[src/design/cart_pkg.sv]
/*
 Shared types and constants for the MSX cartridge core.
 Tone timing assumes a 64 MHz clk, so one sound tick is about 1 us.
*/
package cart_pkg;

	// ------------------------------
	// bus types
	// ------------------------------

	// request from the slot, levels held for the whole access
	typedef struct packed {
		logic [15:0] address;
		logic [7:0]  write_data;
		logic        read;
		logic        write;
		logic        io;
		logic        memory;
	} bus_req_t;

	// one port's answer, read_data is zero outside read_ready
	typedef struct packed {
		logic       claim;
		logic       read_ready;
		logic [7:0] read_data;
	} bus_rsp_t;

	typedef logic [7:0]  io_addr_t;
	typedef logic [15:0] mem_addr_t;

	// ------------------------------
	// port addresses
	// ------------------------------
	localparam io_addr_t  GPIO_IO_ADDR  = 8'h01;
	localparam mem_addr_t GPIO_MEM_ADDR = 16'h8001;

	// ------------------------------
	// tone timing
	// ------------------------------

	// clk cycles per sound tick
	localparam logic [6:0] TICK_CYCLES = 7'd64;
	// ticks per note, about 100 ms
	localparam logic [16:0] NOTE_TICKS_DEFAULT = 17'd100000;
	localparam int NOTE_COUNT = 8;

	// half-period in ticks, C4 up to C5
	localparam logic [0:NOTE_COUNT-1][15:0] NOTE_DIV = '{
		16'd1911,
		16'd1702,
		16'd1516,
		16'd1431,
		16'd1275,
		16'd1136,
		16'd1012,
		16'd955
	};

	// loudness per note, falling
	localparam logic [0:NOTE_COUNT-1][7:0] NOTE_LEVEL = '{
		8'hFF,
		8'hCC,
		8'hAA,
		8'h88,
		8'h66,
		8'h44,
		8'h22,
		8'h0B
	};

	// amplitude until the first note change
	localparam logic [7:0] RESET_LEVEL = 8'hFF;

endpackage

[src/design/bus_read_mux.sv]
/*
 Merges the port responses by OR and drives the slot data bus.
 Read latency from the strobe is 2 cycles. out_enable is sampled when
 the read data arrives, not while the bus is driven.
*/
`timescale 1ns/100ps

module bus_read_mux (
	input  logic               clk,
	input  logic               w_n_reset,
	input  cart_pkg::bus_req_t bus_req,
	input  cart_pkg::bus_rsp_t rsp_io,
	input  cart_pkg::bus_rsp_t rsp_mem,
	input  logic               out_enable,
	output logic               bus_claim,
	output logic [7:0]         read_data,
	output logic               data_oe
);

	cart_pkg::bus_rsp_t merged;
	logic [7:0]         ff_read_data;
	logic               ff_data_oe;

	// ports answer zero when idle
	assign merged    = rsp_io | rsp_mem;
	assign bus_claim = merged.claim;

	// ------------------------------
	// data latch and bus drive
	// ------------------------------
	always_ff @(posedge clk) begin
		if (!w_n_reset) begin
			ff_read_data <= 8'h00;
			ff_data_oe   <= 1'b0;
		end else begin
			if (merged.read_ready) begin
				ff_read_data <= merged.read_data;
			end
			// drive only when switch 7 allows it
			if (merged.read_ready) begin
				ff_data_oe <= out_enable;
			end else if (!bus_req.read) begin
				// release once the read level is gone
				ff_data_oe <= 1'b0;
			end
		end
	end

	assign read_data = ff_read_data;
	assign data_oe   = ff_data_oe;

endmodule

[src/design/cart_top.sv]
/*
 Bus-side cartridge core: io port at 01h, memory port at 8001h and a
 test tone. The memory port decodes on the memory flag alone, there
 is no sub-slot select. w_n_reset must already be synchronous to clk.
*/
`timescale 1ns/100ps

module cart_top #(
	parameter logic [16:0] NOTE_TICKS = cart_pkg::NOTE_TICKS_DEFAULT
) (
	input  logic               clk,
	input  logic               w_n_reset,
	input  cart_pkg::bus_req_t bus_req,
	input  logic [7:0]         dip_sw,
	output logic               bus_claim,
	output logic [7:0]         read_data,
	output logic               data_oe,
	output logic [5:0]         n_led,
	output logic [7:0]         io_gpo,
	output logic               sound
);

	cart_pkg::bus_rsp_t rsp_io;
	cart_pkg::bus_rsp_t rsp_mem;
	logic [7:0]         mem_gpo;
	logic               tick;
	logic [7:0]         sample;

	// ------------------------------
	// general-purpose ports
	// ------------------------------

	// io port, dip switches on read
	gpio_port #(
		.addr_t (cart_pkg::io_addr_t),
		.BASE   (cart_pkg::GPIO_IO_ADDR),
		.IS_IO  (1'b1)
	) io_port_i (
		.clk       (clk),
		.w_n_reset (w_n_reset),
		.bus_req   (bus_req),
		.gpi       (dip_sw),
		.rsp       (rsp_io),
		.gpo       (io_gpo)
	);

	// memory port, low six bits go to the leds
	gpio_port #(
		.addr_t (cart_pkg::mem_addr_t),
		.BASE   (cart_pkg::GPIO_MEM_ADDR),
		.IS_IO  (1'b0)
	) mem_port_i (
		.clk       (clk),
		.w_n_reset (w_n_reset),
		.bus_req   (bus_req),
		.gpi       (dip_sw),
		.rsp       (rsp_mem),
		.gpo       (mem_gpo)
	);

	assign n_led = mem_gpo[5:0];

	// switch 7 enables the data bus drive
	bus_read_mux bus_read_mux_i (
		.clk        (clk),
		.w_n_reset  (w_n_reset),
		.bus_req    (bus_req),
		.rsp_io     (rsp_io),
		.rsp_mem    (rsp_mem),
		.out_enable (dip_sw[7]),
		.bus_claim  (bus_claim),
		.read_data  (read_data),
		.data_oe    (data_oe)
	);

	// ------------------------------
	// sound path
	// ------------------------------
	tone_sequencer #(
		.NOTE_TICKS (NOTE_TICKS)
	) tone_sequencer_i (
		.clk       (clk),
		.w_n_reset (w_n_reset),
		.tick      (tick),
		.sample    (sample)
	);

	pwm_dac pwm_dac_i (
		.clk       (clk),
		.w_n_reset (w_n_reset),
		.tick      (tick),
		.sample    (sample),
		.sound     (sound)
	);

endmodule

[src/design/gpio_port.sv]
/*
 Address-matched 8-bit port. Accesses are detected on the rising edge
 of read or write, so a held strobe acts once. Read data is zero
 outside the read_ready pulse, responses may be merged by OR.
*/
`timescale 1ns/100ps

module gpio_port #(
	parameter type addr_t = logic [7:0],
	parameter addr_t BASE = '0,
	parameter bit IS_IO = 1'b1
) (
	input  logic               clk,
	input  logic               w_n_reset,
	input  cart_pkg::bus_req_t bus_req,
	input  logic [7:0]         gpi,
	output cart_pkg::bus_rsp_t rsp,
	output logic [7:0]         gpo
);

	localparam int ADDR_W = $bits(addr_t);

	logic       addr_match;
	logic       space_match;
	logic       claim;
	logic       ff_read_d;
	logic       ff_write_d;
	logic       read_edge;
	logic       write_edge;
	logic       ff_read_ready;
	logic [7:0] ff_read_data;
	logic [7:0] ff_gpo;

	// ------------------------------
	// address decode
	// ------------------------------

	// only the low bits count, an io address is 8 bits wide
	assign addr_match  = (addr_t'(bus_req.address[ADDR_W-1:0]) == BASE);
	assign space_match = IS_IO ? bus_req.io : bus_req.memory;
	assign claim       = addr_match & space_match;

	// ------------------------------
	// strobe edges
	// ------------------------------

	// previous strobe levels
	always_ff @(posedge clk) begin
		if (!w_n_reset) begin
			ff_read_d  <= 1'b0;
			ff_write_d <= 1'b0;
		end else begin
			ff_read_d  <= bus_req.read;
			ff_write_d <= bus_req.write;
		end
	end

	assign read_edge  = claim & bus_req.read & ~ff_read_d;
	assign write_edge = claim & bus_req.write & ~ff_write_d;

	// output byte and read pulse
	always_ff @(posedge clk) begin
		if (!w_n_reset) begin
			ff_gpo        <= 8'h00;
			ff_read_ready <= 1'b0;
		end else begin
			if (write_edge) begin
				ff_gpo <= bus_req.write_data;
			end
			ff_read_ready <= read_edge;
		end
	end

	// sampled input, only seen through read_ready
	always_ff @(posedge clk) begin
		ff_read_data <= gpi;
	end

	assign rsp = '{
		claim:      claim,
		read_ready: ff_read_ready,
		read_data:  ff_read_ready ? ff_read_data : 8'h00
	};
	assign gpo = ff_gpo;

endmodule

[src/design/pwm_dac.sv]
/*
 First-order sigma-delta DAC, one step per tick. Density of ones in
 sound is sample/256, an external RC filter is assumed.
*/
`timescale 1ns/100ps

module pwm_dac (
	input  logic       clk,
	input  logic       w_n_reset,
	input  logic       tick,
	input  logic [7:0] sample,
	output logic       sound
);

	logic [7:0] ff_acc;
	logic       ff_sound;
	logic [8:0] acc_sum;

	// carry out is the next sound bit
	assign acc_sum = {1'b0, ff_acc} + {1'b0, sample};

	always_ff @(posedge clk) begin
		if (!w_n_reset) begin
			ff_acc   <= 8'h00;
			ff_sound <= 1'b0;
		end else if (tick) begin
			ff_acc   <= acc_sum[7:0];
			ff_sound <= acc_sum[8];
		end
	end

	assign sound = ff_sound;

endmodule

[src/design/tone_sequencer.sv]
/*
 Test tone: eight notes C4 to C5, each held NOTE_TICKS ticks, with
 falling loudness. The first note change comes NOTE_TICKS ticks after
 reset, until then the divider is zero and the tone runs at tick rate.
*/
`timescale 1ns/100ps

module tone_sequencer #(
	parameter logic [16:0] NOTE_TICKS = cart_pkg::NOTE_TICKS_DEFAULT
) (
	input  logic       clk,
	input  logic       w_n_reset,
	output logic       tick,
	output logic [7:0] sample
);

	localparam int IDX_W = $clog2(cart_pkg::NOTE_COUNT);
	localparam logic [IDX_W-1:0] LAST_IDX = IDX_W'(cart_pkg::NOTE_COUNT - 1);

	logic [6:0]       ff_tick_count;
	logic [15:0]      ff_div_count;
	logic [15:0]      ff_half_period;
	logic [7:0]       ff_level;
	logic [7:0]       ff_sample;
	logic [16:0]      ff_note_count;
	logic [IDX_W-1:0] ff_note_idx;
	logic             div_flip;
	logic             note_change;

	// ------------------------------
	// tick prescaler
	// ------------------------------

	// zero after reset, so the first tick is immediate
	always_ff @(posedge clk) begin
		if (!w_n_reset) begin
			ff_tick_count <= 7'd0;
		end else if (tick) begin
			ff_tick_count <= cart_pkg::TICK_CYCLES - 7'd1;
		end else begin
			ff_tick_count <= ff_tick_count - 7'd1;
		end
	end

	assign tick = (ff_tick_count == 7'd0);

	// ------------------------------
	// square wave
	// ------------------------------
	assign div_flip = (ff_div_count == 16'd0);

	always_ff @(posedge clk) begin
		if (!w_n_reset) begin
			ff_div_count <= 16'd0;
			ff_sample    <= 8'h00;
		end else if (tick) begin
			if (div_flip) begin
				// reload from the period in use now
				ff_div_count <= ff_half_period;
				// toggle between silence and amplitude
				if (ff_sample != 8'h00) begin
					ff_sample <= 8'h00;
				end else begin
					ff_sample <= ff_level;
				end
			end else begin
				ff_div_count <= ff_div_count - 16'd1;
			end
		end
	end

	// ------------------------------
	// note stepping
	// ------------------------------
	assign note_change = (ff_note_count == 17'd0);

	always_ff @(posedge clk) begin
		if (!w_n_reset) begin
			ff_note_count <= NOTE_TICKS;
			ff_note_idx   <= '0;
		end else if (tick) begin
			if (note_change) begin
				ff_note_count <= NOTE_TICKS;
				// wrap after the top C
				if (ff_note_idx == LAST_IDX) begin
					ff_note_idx <= '0;
				end else begin
					ff_note_idx <= ff_note_idx + 1'b1;
				end
			end else begin
				ff_note_count <= ff_note_count - 17'd1;
			end
		end
	end

	// table lookup at the index before it steps
	always_ff @(posedge clk) begin
		if (!w_n_reset) begin
			ff_half_period <= 16'd0;
			ff_level       <= cart_pkg::RESET_LEVEL;
		end else if (tick && note_change) begin
			ff_half_period <= cart_pkg::NOTE_DIV[ff_note_idx];
			ff_level       <= cart_pkg::NOTE_LEVEL[ff_note_idx];
		end
	end

	assign sample = ff_sample;

endmodule

[config.mk]
export PLATFORM = sky130hd
export DESIGN_NAME = cart_top
export DESIGN_NICKNAME = d
export VERILOG_FILES = /design/src/design/cart_pkg.sv /design/src/design/bus_read_mux.sv /design/src/design/cart_top.sv /design/src/design/gpio_port.sv /design/src/design/pwm_dac.sv /design/src/design/tone_sequencer.sv
export SDC_FILE = /design/constraint.sdc
export NUM_CORES = 1
export LEC_CHECK = 0
export ABC_CLOCK_PERIOD_IN_PS = 2100
export BUFFER_PORTS_ARGS = -buffer_cell sky130_fd_sc_hd__buf_4
export CAP_MARGIN = 30
export CORE_ASPECT_RATIO = 0.6
export CORE_MARGIN = 10
export CORE_UTILIZATION = 54
export CTS_BUF_LIST = sky130_fd_sc_hd__clkbuf_8
export DETAILED_ROUTE_END_ITERATION = 10
export PLACE_DENSITY = 0.8
export SLEW_MARGIN = 20
export SYNTH_ARGS = -nofsm -noshare
export SYNTH_HDL_FRONTEND = slang
export SYNTH_SLANG_ARGS = --single-unit
[constraint.sdc]
create_clock -name clk -period 2.1 [get_ports clk]
set_input_delay 0.21 -clock clk [delete_from_list [all_inputs] [get_ports clk]]
set_output_delay 0.21 -clock clk [all_outputs]
set_load 0.01 [all_outputs]
Word level (Yosys, flattened, before mapping)
Memories as Yosys holds them, arrays and structs flattened. A register that Yosys moved wholly into a read port is not among the register bits.
Index checks and enable logic that the tools add are counted.

storage, ports and cells
  flip-flop bits (word level) = 95
  bits in read-only memories = 192
  logic and storage cells = 62
  memories kept = 2

cells by class
  $add $sub $neg = 5
  equality and inequality tests = 4
  mux-type cells = 9
  bitwise logic cells = 15
  reduce and logical (&&, ||, !) cells = 10

memory list
  memory           words  bits a word  read ports  clocked after memory_dff  wr ports  line                   text
  (no name shown)  8      16           1           1                         0         tone_sequencer.sv:102  ff_half_period <= cart_pkg::NOTE_DIV[ff_note_idx];
  (no name shown)  8      8            1           1                         0         tone_sequencer.sv:103  ff_level <= cart_pkg::NOTE_LEVEL[ff_note_idx];

operators with widths
  operator                                             count
  2-to-1 mux 8 bit                                     3
  zero test 17 bit                                     1
  2-to-1 mux 17 bit                                    1
  subtractor 17 x 1 -> 17 bit (second input constant)  1
  == test 16 bit (second input constant)               1
  zero test 16 bit                                     1
  2-to-1 mux 16 bit                                    1
  subtractor 16 x 1 -> 16 bit (second input constant)  1
  bitwise AND 1 bit                                    10
  bitwise OR 10 bit                                    1
  adder 8 x 8 -> 9 bit                                 1
  == test 8 x 1 -> 1 bit (second input constant)       1
  nonzero test 8 bit                                   1
  zero test 7 bit                                      1
  subtractor 7 x 1 -> 7 bit (second input constant)    1
  2-to-1 mux 6 bit                                     1
  inverter 3 -> 4 bit                                  1
  AND reduction 2 bit                                  2
  adder 3 x 1 -> 3 bit (second input constant)         1
  == test 3 bit (second input constant)                1
  2-to-1 mux 3 bit                                     1
  inverter 1 bit                                       3
  zero test 1 bit                                      2
  2-to-1 mux 1 bit                                     2
  3 further kinds                                      3

Logic depth before layout (Yosys ltp)
  depth in word-level cells = 4
  depth in mapped cells = 9
  gate-level depth less buffers = 7

Modules after synthesis
Synthesis repeated with hierarchy kept, for this count alone.

second synthesis, totals
  cell total of the unflattened synthesis = 611
  area total of the unflattened synthesis = 5,645.4 sq um

by module, submodules not included
  module                   instances  cells an instance  area each (sq um)  sequential area each (sq um)
  tone_sequencer           1          377                3,234.4            1,361.3
  gpio_port at mem_port_i  1          66                 701.9              380.4
  gpio_port at io_port_i   1          66                 681.9              380.4
  pwm_dac                  1          69                 655.6              180.2
  bus_read_mux             1          33                 371.6              180.2

Worst setup path after synthesis
OpenSTA, ideal clock, no wires.

  path kind = reg-to-reg
  from = reg tone_sequencer_i.ff_tick_count[0]
  to = reg tone_sequencer_i.ff_note_count[4]
  setup time = 121 ps
  arrival = 2,091 ps
  path slack = -112 ps
  cell stages (with the launch flop) = 9
  path buffers = 1
  cells stage by stage = dfxtp_1 -> inv_1 -> ha_1 -> or3b_4 -> or4_4 -> buf_6 -> or4_1 -> xor2_1 -> nor2_2

on the way
  word-level cells in the longest chain between the ends = 1

RTL lines
  item                    line                  text
  from (decl)             tone_sequencer.sv:20  logic [6:0] ff_tick_count;
  from (signal assigned)  tone_sequencer.sv:39  ff_tick_count <= cart_pkg::TICK_CYCLES - 7'd1;
  from (signal assigned)  tone_sequencer.sv:41  ff_tick_count <= ff_tick_count - 7'd1;
  zero test 7 bit         tone_sequencer.sv:45  assign tick = (ff_tick_count == 7'd0);
  to (signal assigned)    tone_sequencer.sv:91  ff_note_count <= ff_note_count - 17'd1;
  to (decl)               tone_sequencer.sv:25  logic [16:0] ff_note_count;

No other way between the ends.
A chain may end at the register's enable or synchronous reset.

Final worst setup path
  from = reg tone_sequencer_i.ff_tick_count[0]
  to = reg tone_sequencer_i.ff_note_count[12]

The elaborated chain is that of the path after synthesis.

==> results.md <==
- The run finished, with violations left.
- Clock skew on the completed layout was measured at 0.0190 ns.
- The most common library cell in the layout ignoring fill and taps is sky130_fd_sc_hd__dfxtp_1.
- The worst hold path passes through 3 cells.
- In this run the worst setup path begins at tone_sequencer_i.ff_tick_count[0].
- The largest total area in the synthesized netlist belongs to sky130_fd_sc_hd__dfxtp_1.
- The starting density of the core is 0.548.
- The kind of critical path is flip-flop to flip-flop.
- The detailed-route wire length per cell is 21.5 µm.
- The post-synth design cell area is 0.00498 mm².
- Fill cells in the final layout number 540.
- The synthesis-stage register bit count is 112.
- The power density relative to cell area is ~1200 mW/mm².
- The worst hold path class is primary input to flip-flop.
- Of the cells placed in the final design, the portion with a size suffix greater than 1 is 0.336.
- The post-synthesis instance total is 559.
- In the post-synthesis netlist, the biggest area contributors are sky130_fd_sc_hd__dfxtp_1, sky130_fd_sc_hd__ha_1, sky130_fd_sc_hd__nand2_1.
- The number of cell instances on the worst register-to-register path is 9.
- The Yosys step of the flow raised 0 warnings.
- The clock period minus worst slack is between 2 and 2.5 ns.
- Setup violations remaining at the end of the flow were counted as 61.
- The routed wire length is 17,200 µm.
- For this run, the slowest stage of the critical path takes 0.59 ns.
- The final number of max-transition violations is 0.
- Static timing analysis puts the maximum clock frequency at about 420 MHz.
- The data arrival time of the critical path is 2.66 ns.
- The area share of the leading cell type in the synthesized netlist is 0.451.
- Detailed placement ended at an HPWL of 9270 µm.
- Clock tree synthesis found a total of 112 sinks.
- The growth of design area from synthesis to finish is 39.7%.
- The static leakage is 2.77 nW.
- The number of antenna violations at the first check in global routing is 0.
- In this run the most critical hold path is launched from bus_req[11].
- The number of different library cells used by synthesis comes to 61.
- The number of instances in the placed design is 749.
- After the first detailed-routing iteration, the DRC count stood at ~560.
- The antenna diode count is 0.
- Setup repair after global routing could not meet its margin everywhere.
- The switching power summed over all nets is 3.70 mW.
- The share of total power dissipated in sequential elements is 0.330.
- The number of cells in the finished layout apart from fillers is 798.
- The startpoint identified for the worst register-to-register timing path is tone_sequencer_i.ff_tick_count[0].
- In this run the remaining antenna-violating nets after routing total 0.
- The largest driver fanout on the critical path is 6.
- The final critical-path share of the clock period is 1.13.
- The synthesized design contains 0 enable-type register cells.
- The cell with the largest stage delay on the worst path is sky130_fd_sc_hd__or4_4.
- The synthesized net count is approximately 620.
- The worst flop-to-flop path endpoint is tone_sequencer_i.ff_note_count[12].
- In the routed design, unresolved DRC markers number 0.
- Leaving out fill and tap cells, the most frequent cells in the layout are sky130_fd_sc_hd__dfxtp_1, sky130_fd_sc_hd__buf_4, sky130_fd_sc_hd__nand2_1.
- The worst setup path is launched from a flip-flop.
- The clock group share of total power is 0.158.
- The number of global-route vias before repair is 4,496.
- The die footprint is ~0.014 mm².
- Data on the critical path is required at its endpoint by about 2.4 ns.
- The die is 94.4 µm tall.
- The checks that failed: negative setup slack.
- The worst hold path terminates at io_port_i.gpo[7].
- The final hold violation count is 0.
- Entering global routing, the biggest net connects 42 pins.
- Averaged over all synthesized cells, the footprint is 8.90 µm².
- The core region is around 0.0091 mm².
- Walking the worst path, the cells encountered are inv_2 > ha_4 > or3b_4 > or4_4 > buf_6 > nor3_2 > buf_4 > and3_1 > nor3_1.
- The I/O pin count is 63.
- The switching share of power is 0.439.
- The tool flagged a number of max-cap violations equal to 0.
- The last weighted congestion value of the routability-driven placer is roughly 0.94.
- The share of synthesized area occupied by flip-flops and latches is 0.451.
- After detailed routing, the number of vias per cell comes to 6.35.
- At the later pin of the worst-skew pair, clock insertion delay measures 0.40 ns.
- After layout, the worst setup slack is -0.269 ns.
- The H-tree depth is 3.
- STA classifies the critical path endpoint as a flip-flop.
- After global routing the overflow that remains totals 0.
- Cell internal power was estimated by the tool at 4.72 mW.
- The transition time at the pin with the least slew margin is 0.624 ns.
- Setup slack on the worst reg-to-reg path comes out at -0.27 ns.
- The most common flop cell mapped by yosys is sky130_fd_sc_hd__dfxtp_1.
- The clock passes through at most 2 buffers.
- In this run the core area contains 27 standard-cell rows.
- The wire length of the first global-routing pass is between 20,000 and 25,000 µm.
- CTS placed an instance of sky130_fd_sc_hd__clkbuf_8 at the clock tree root.
- Timing analysis after detailed placement gives a worst setup slack of -0.205 ns.
- The total vias in the final route is 5,068.
- The worst relative slew slack is 0.580.
- During placement, the flow inserted port buffers numbering 62.
- The number of nets in the layout is between 700 and 800.
- For this run, the detailed router's first-pass iteration total came to 6.
- IR analysis of the VDD net gives a maximum drop of between 700 and 800 µV.
- The share of total power dissipated in combinational logic is 0.512.
- The end-of-flow core utilization is 0.765.
- The TritonCTS clock tree is yes.
- The fraction of synthesis flops using an asynchronous set or reset pin is 0.
- Across every metal layer, demand over resource in global routing totals 0.206.
- The number of clock buffers inserted by TritonCTS is 9.
- The clock edge transition at the registers on the reported setup and hold paths is 0.13 ns.
- The horizontal die dimension is 144 µm.
## flip-flops by register name, summed over array words and instances (netlist names)
register / count
tone_sequencer_i.sample: 7
tone_sequencer_i.ff_note_count: 17
tone_sequencer_i.ff_level: 7
mem_port_i.ff_read_data: 8
mem_port_i.ff_read_ready: 1
tone_sequencer_i.ff_note_idx: 3
mem_port_i.gpo: 6
bus_read_mux_i.read_data: 8
pwm_dac_i.ff_acc: 8
pwm_dac_i.sound: 1
bus_read_mux_i.data_oe: 1
tone_sequencer_i.ff_div_count: 16
io_port_i.ff_read_ready: 1
mem_port_i.ff_read_d: 1
tone_sequencer_i.ff_half_period: 11
io_port_i.gpo: 8
mem_port_i.ff_write_d: 1
tone_sequencer_i.ff_tick_count: 7
## cell type report
| cell class | count | area (µm²) | area share |
|---|---|---|---|
| multi-input cells | 403 | 3050 | 0.438 |
| flip-flops and latches | 112 | 2240 | 0.323 |
| repair buffers | 133 | 1230 | 0.178 |
| well taps | 116 | 145 | 0.0209 |
| clock buffers | 9 | 124 | 0.0178 |
| clock inverters | 7 | 86.3 | 0.0124 |
| inverters | 18 | 67.6 | 0.00972 |
## per-stage QoR
stage                     instance area [µm²]  total power [mW]  hold WS [ns]  TNS (ns)
final                                    6950              8.42        0.0492     -5.26
after global placement                   5820              5.46         0.315     -1.52
after detailed placement                 5820              5.57         0.316     -3.24
after global routing                     6950              8.73        0.0433     -8.13
after CTS                                6470              7.43        0.0414     -4.45
after floorplan                          5010              4.64         0.238    -0.110
## cell families after synthesis
family / after synthesis / synth area share
flops: 112 / 0.451
fa+ha+maj: 25 / 0.0644
buf+inv: 45 / 0.0390
simple gates: 230 / 0.238
xor+xnor: 27 / 0.0475
mux: 16 / 0.0322
compound gates: 104 / 0.129
## synthesized netlist by cell type, drive strengths merged (4+ instances only)
| library cell | count |
|---|---|
| nand2 | 62 |
| nor3 | 17 |
| or3 | 9 |
| o21ai | 31 |
| xnor2 | 14 |
| ha | 24 |
| mux2i | 16 |
| dfxtp | 112 |
| xor2 | 13 |
| nand4 | 7 |
| o211ai | 8 |
| and3 | 4 |
| a211oi | 9 |
| nor2 | 57 |
| a21oi | 31 |
| nor4 | 19 |
| inv | 17 |
| nand3 | 30 |
| or4 | 7 |
| buf | 12 |
| clkbuf | 15 |
## metal layers
layer | GRT usage | share of wire | vias up
met1 | 0.277 | 0.39 | 2447
met4 | 0.0575 | 0.034 | 0
met3 | 0.0476 | 0.091 | 71
met2 | 0.326 | 0.49 | 321
li1 | - | - | 2229
met5 | 0 | 0 | -
## critical path, delay by kind of cell (launching register included)
| family | cells | cell delay (ns) |
|---|---|---|
| adders and majority gates | 1 | 0.13 |
| and+or+nand+nor | 5 | 1.36 |
| DFF | 1 | 0.36 |
| buffers and inverters | 3 | 0.42 |
## worst max-delay path by stage
stage,end,slack [ns],cells past startpoint
global placement,tone_sequencer_i.ff_div_count[15],-0.14,8
finish,tone_sequencer_i.ff_note_count[12],-0.27,9
floorplan,tone_sequencer_i.ff_note_count[4],-0.09,8
global route,tone_sequencer_i.ff_note_count[12],-0.31,9
detailed placement,tone_sequencer_i.ff_div_count[13],-0.21,8
CTS,tone_sequencer_i.ff_note_count[12],-0.17,9
## power groups by stage
stage / combinational [mW] / clock, mW / sequential, mW
after detailed placement: 2.82 / 0 / 2.75
after global placement: 2.73 / 0 / 2.73
final: 4.31 / 1.33 / 2.78
after floorplan: 1.95 / 0 / 2.69
after global routing: 4.52 / 1.42 / 2.80
after CTS: 3.40 / 1.32 / 2.71
## what timing repair did
item,in CTS,in global routing
pin swaps,32,28
resized for setup,52,91
hold buffers,8,0
cloned,3,3
hold endpoints to repair,8,0
buffers inserted,13,9
setup endpoints to repair,48,73
Note: power is estimated with default switching activity, not from simulation.
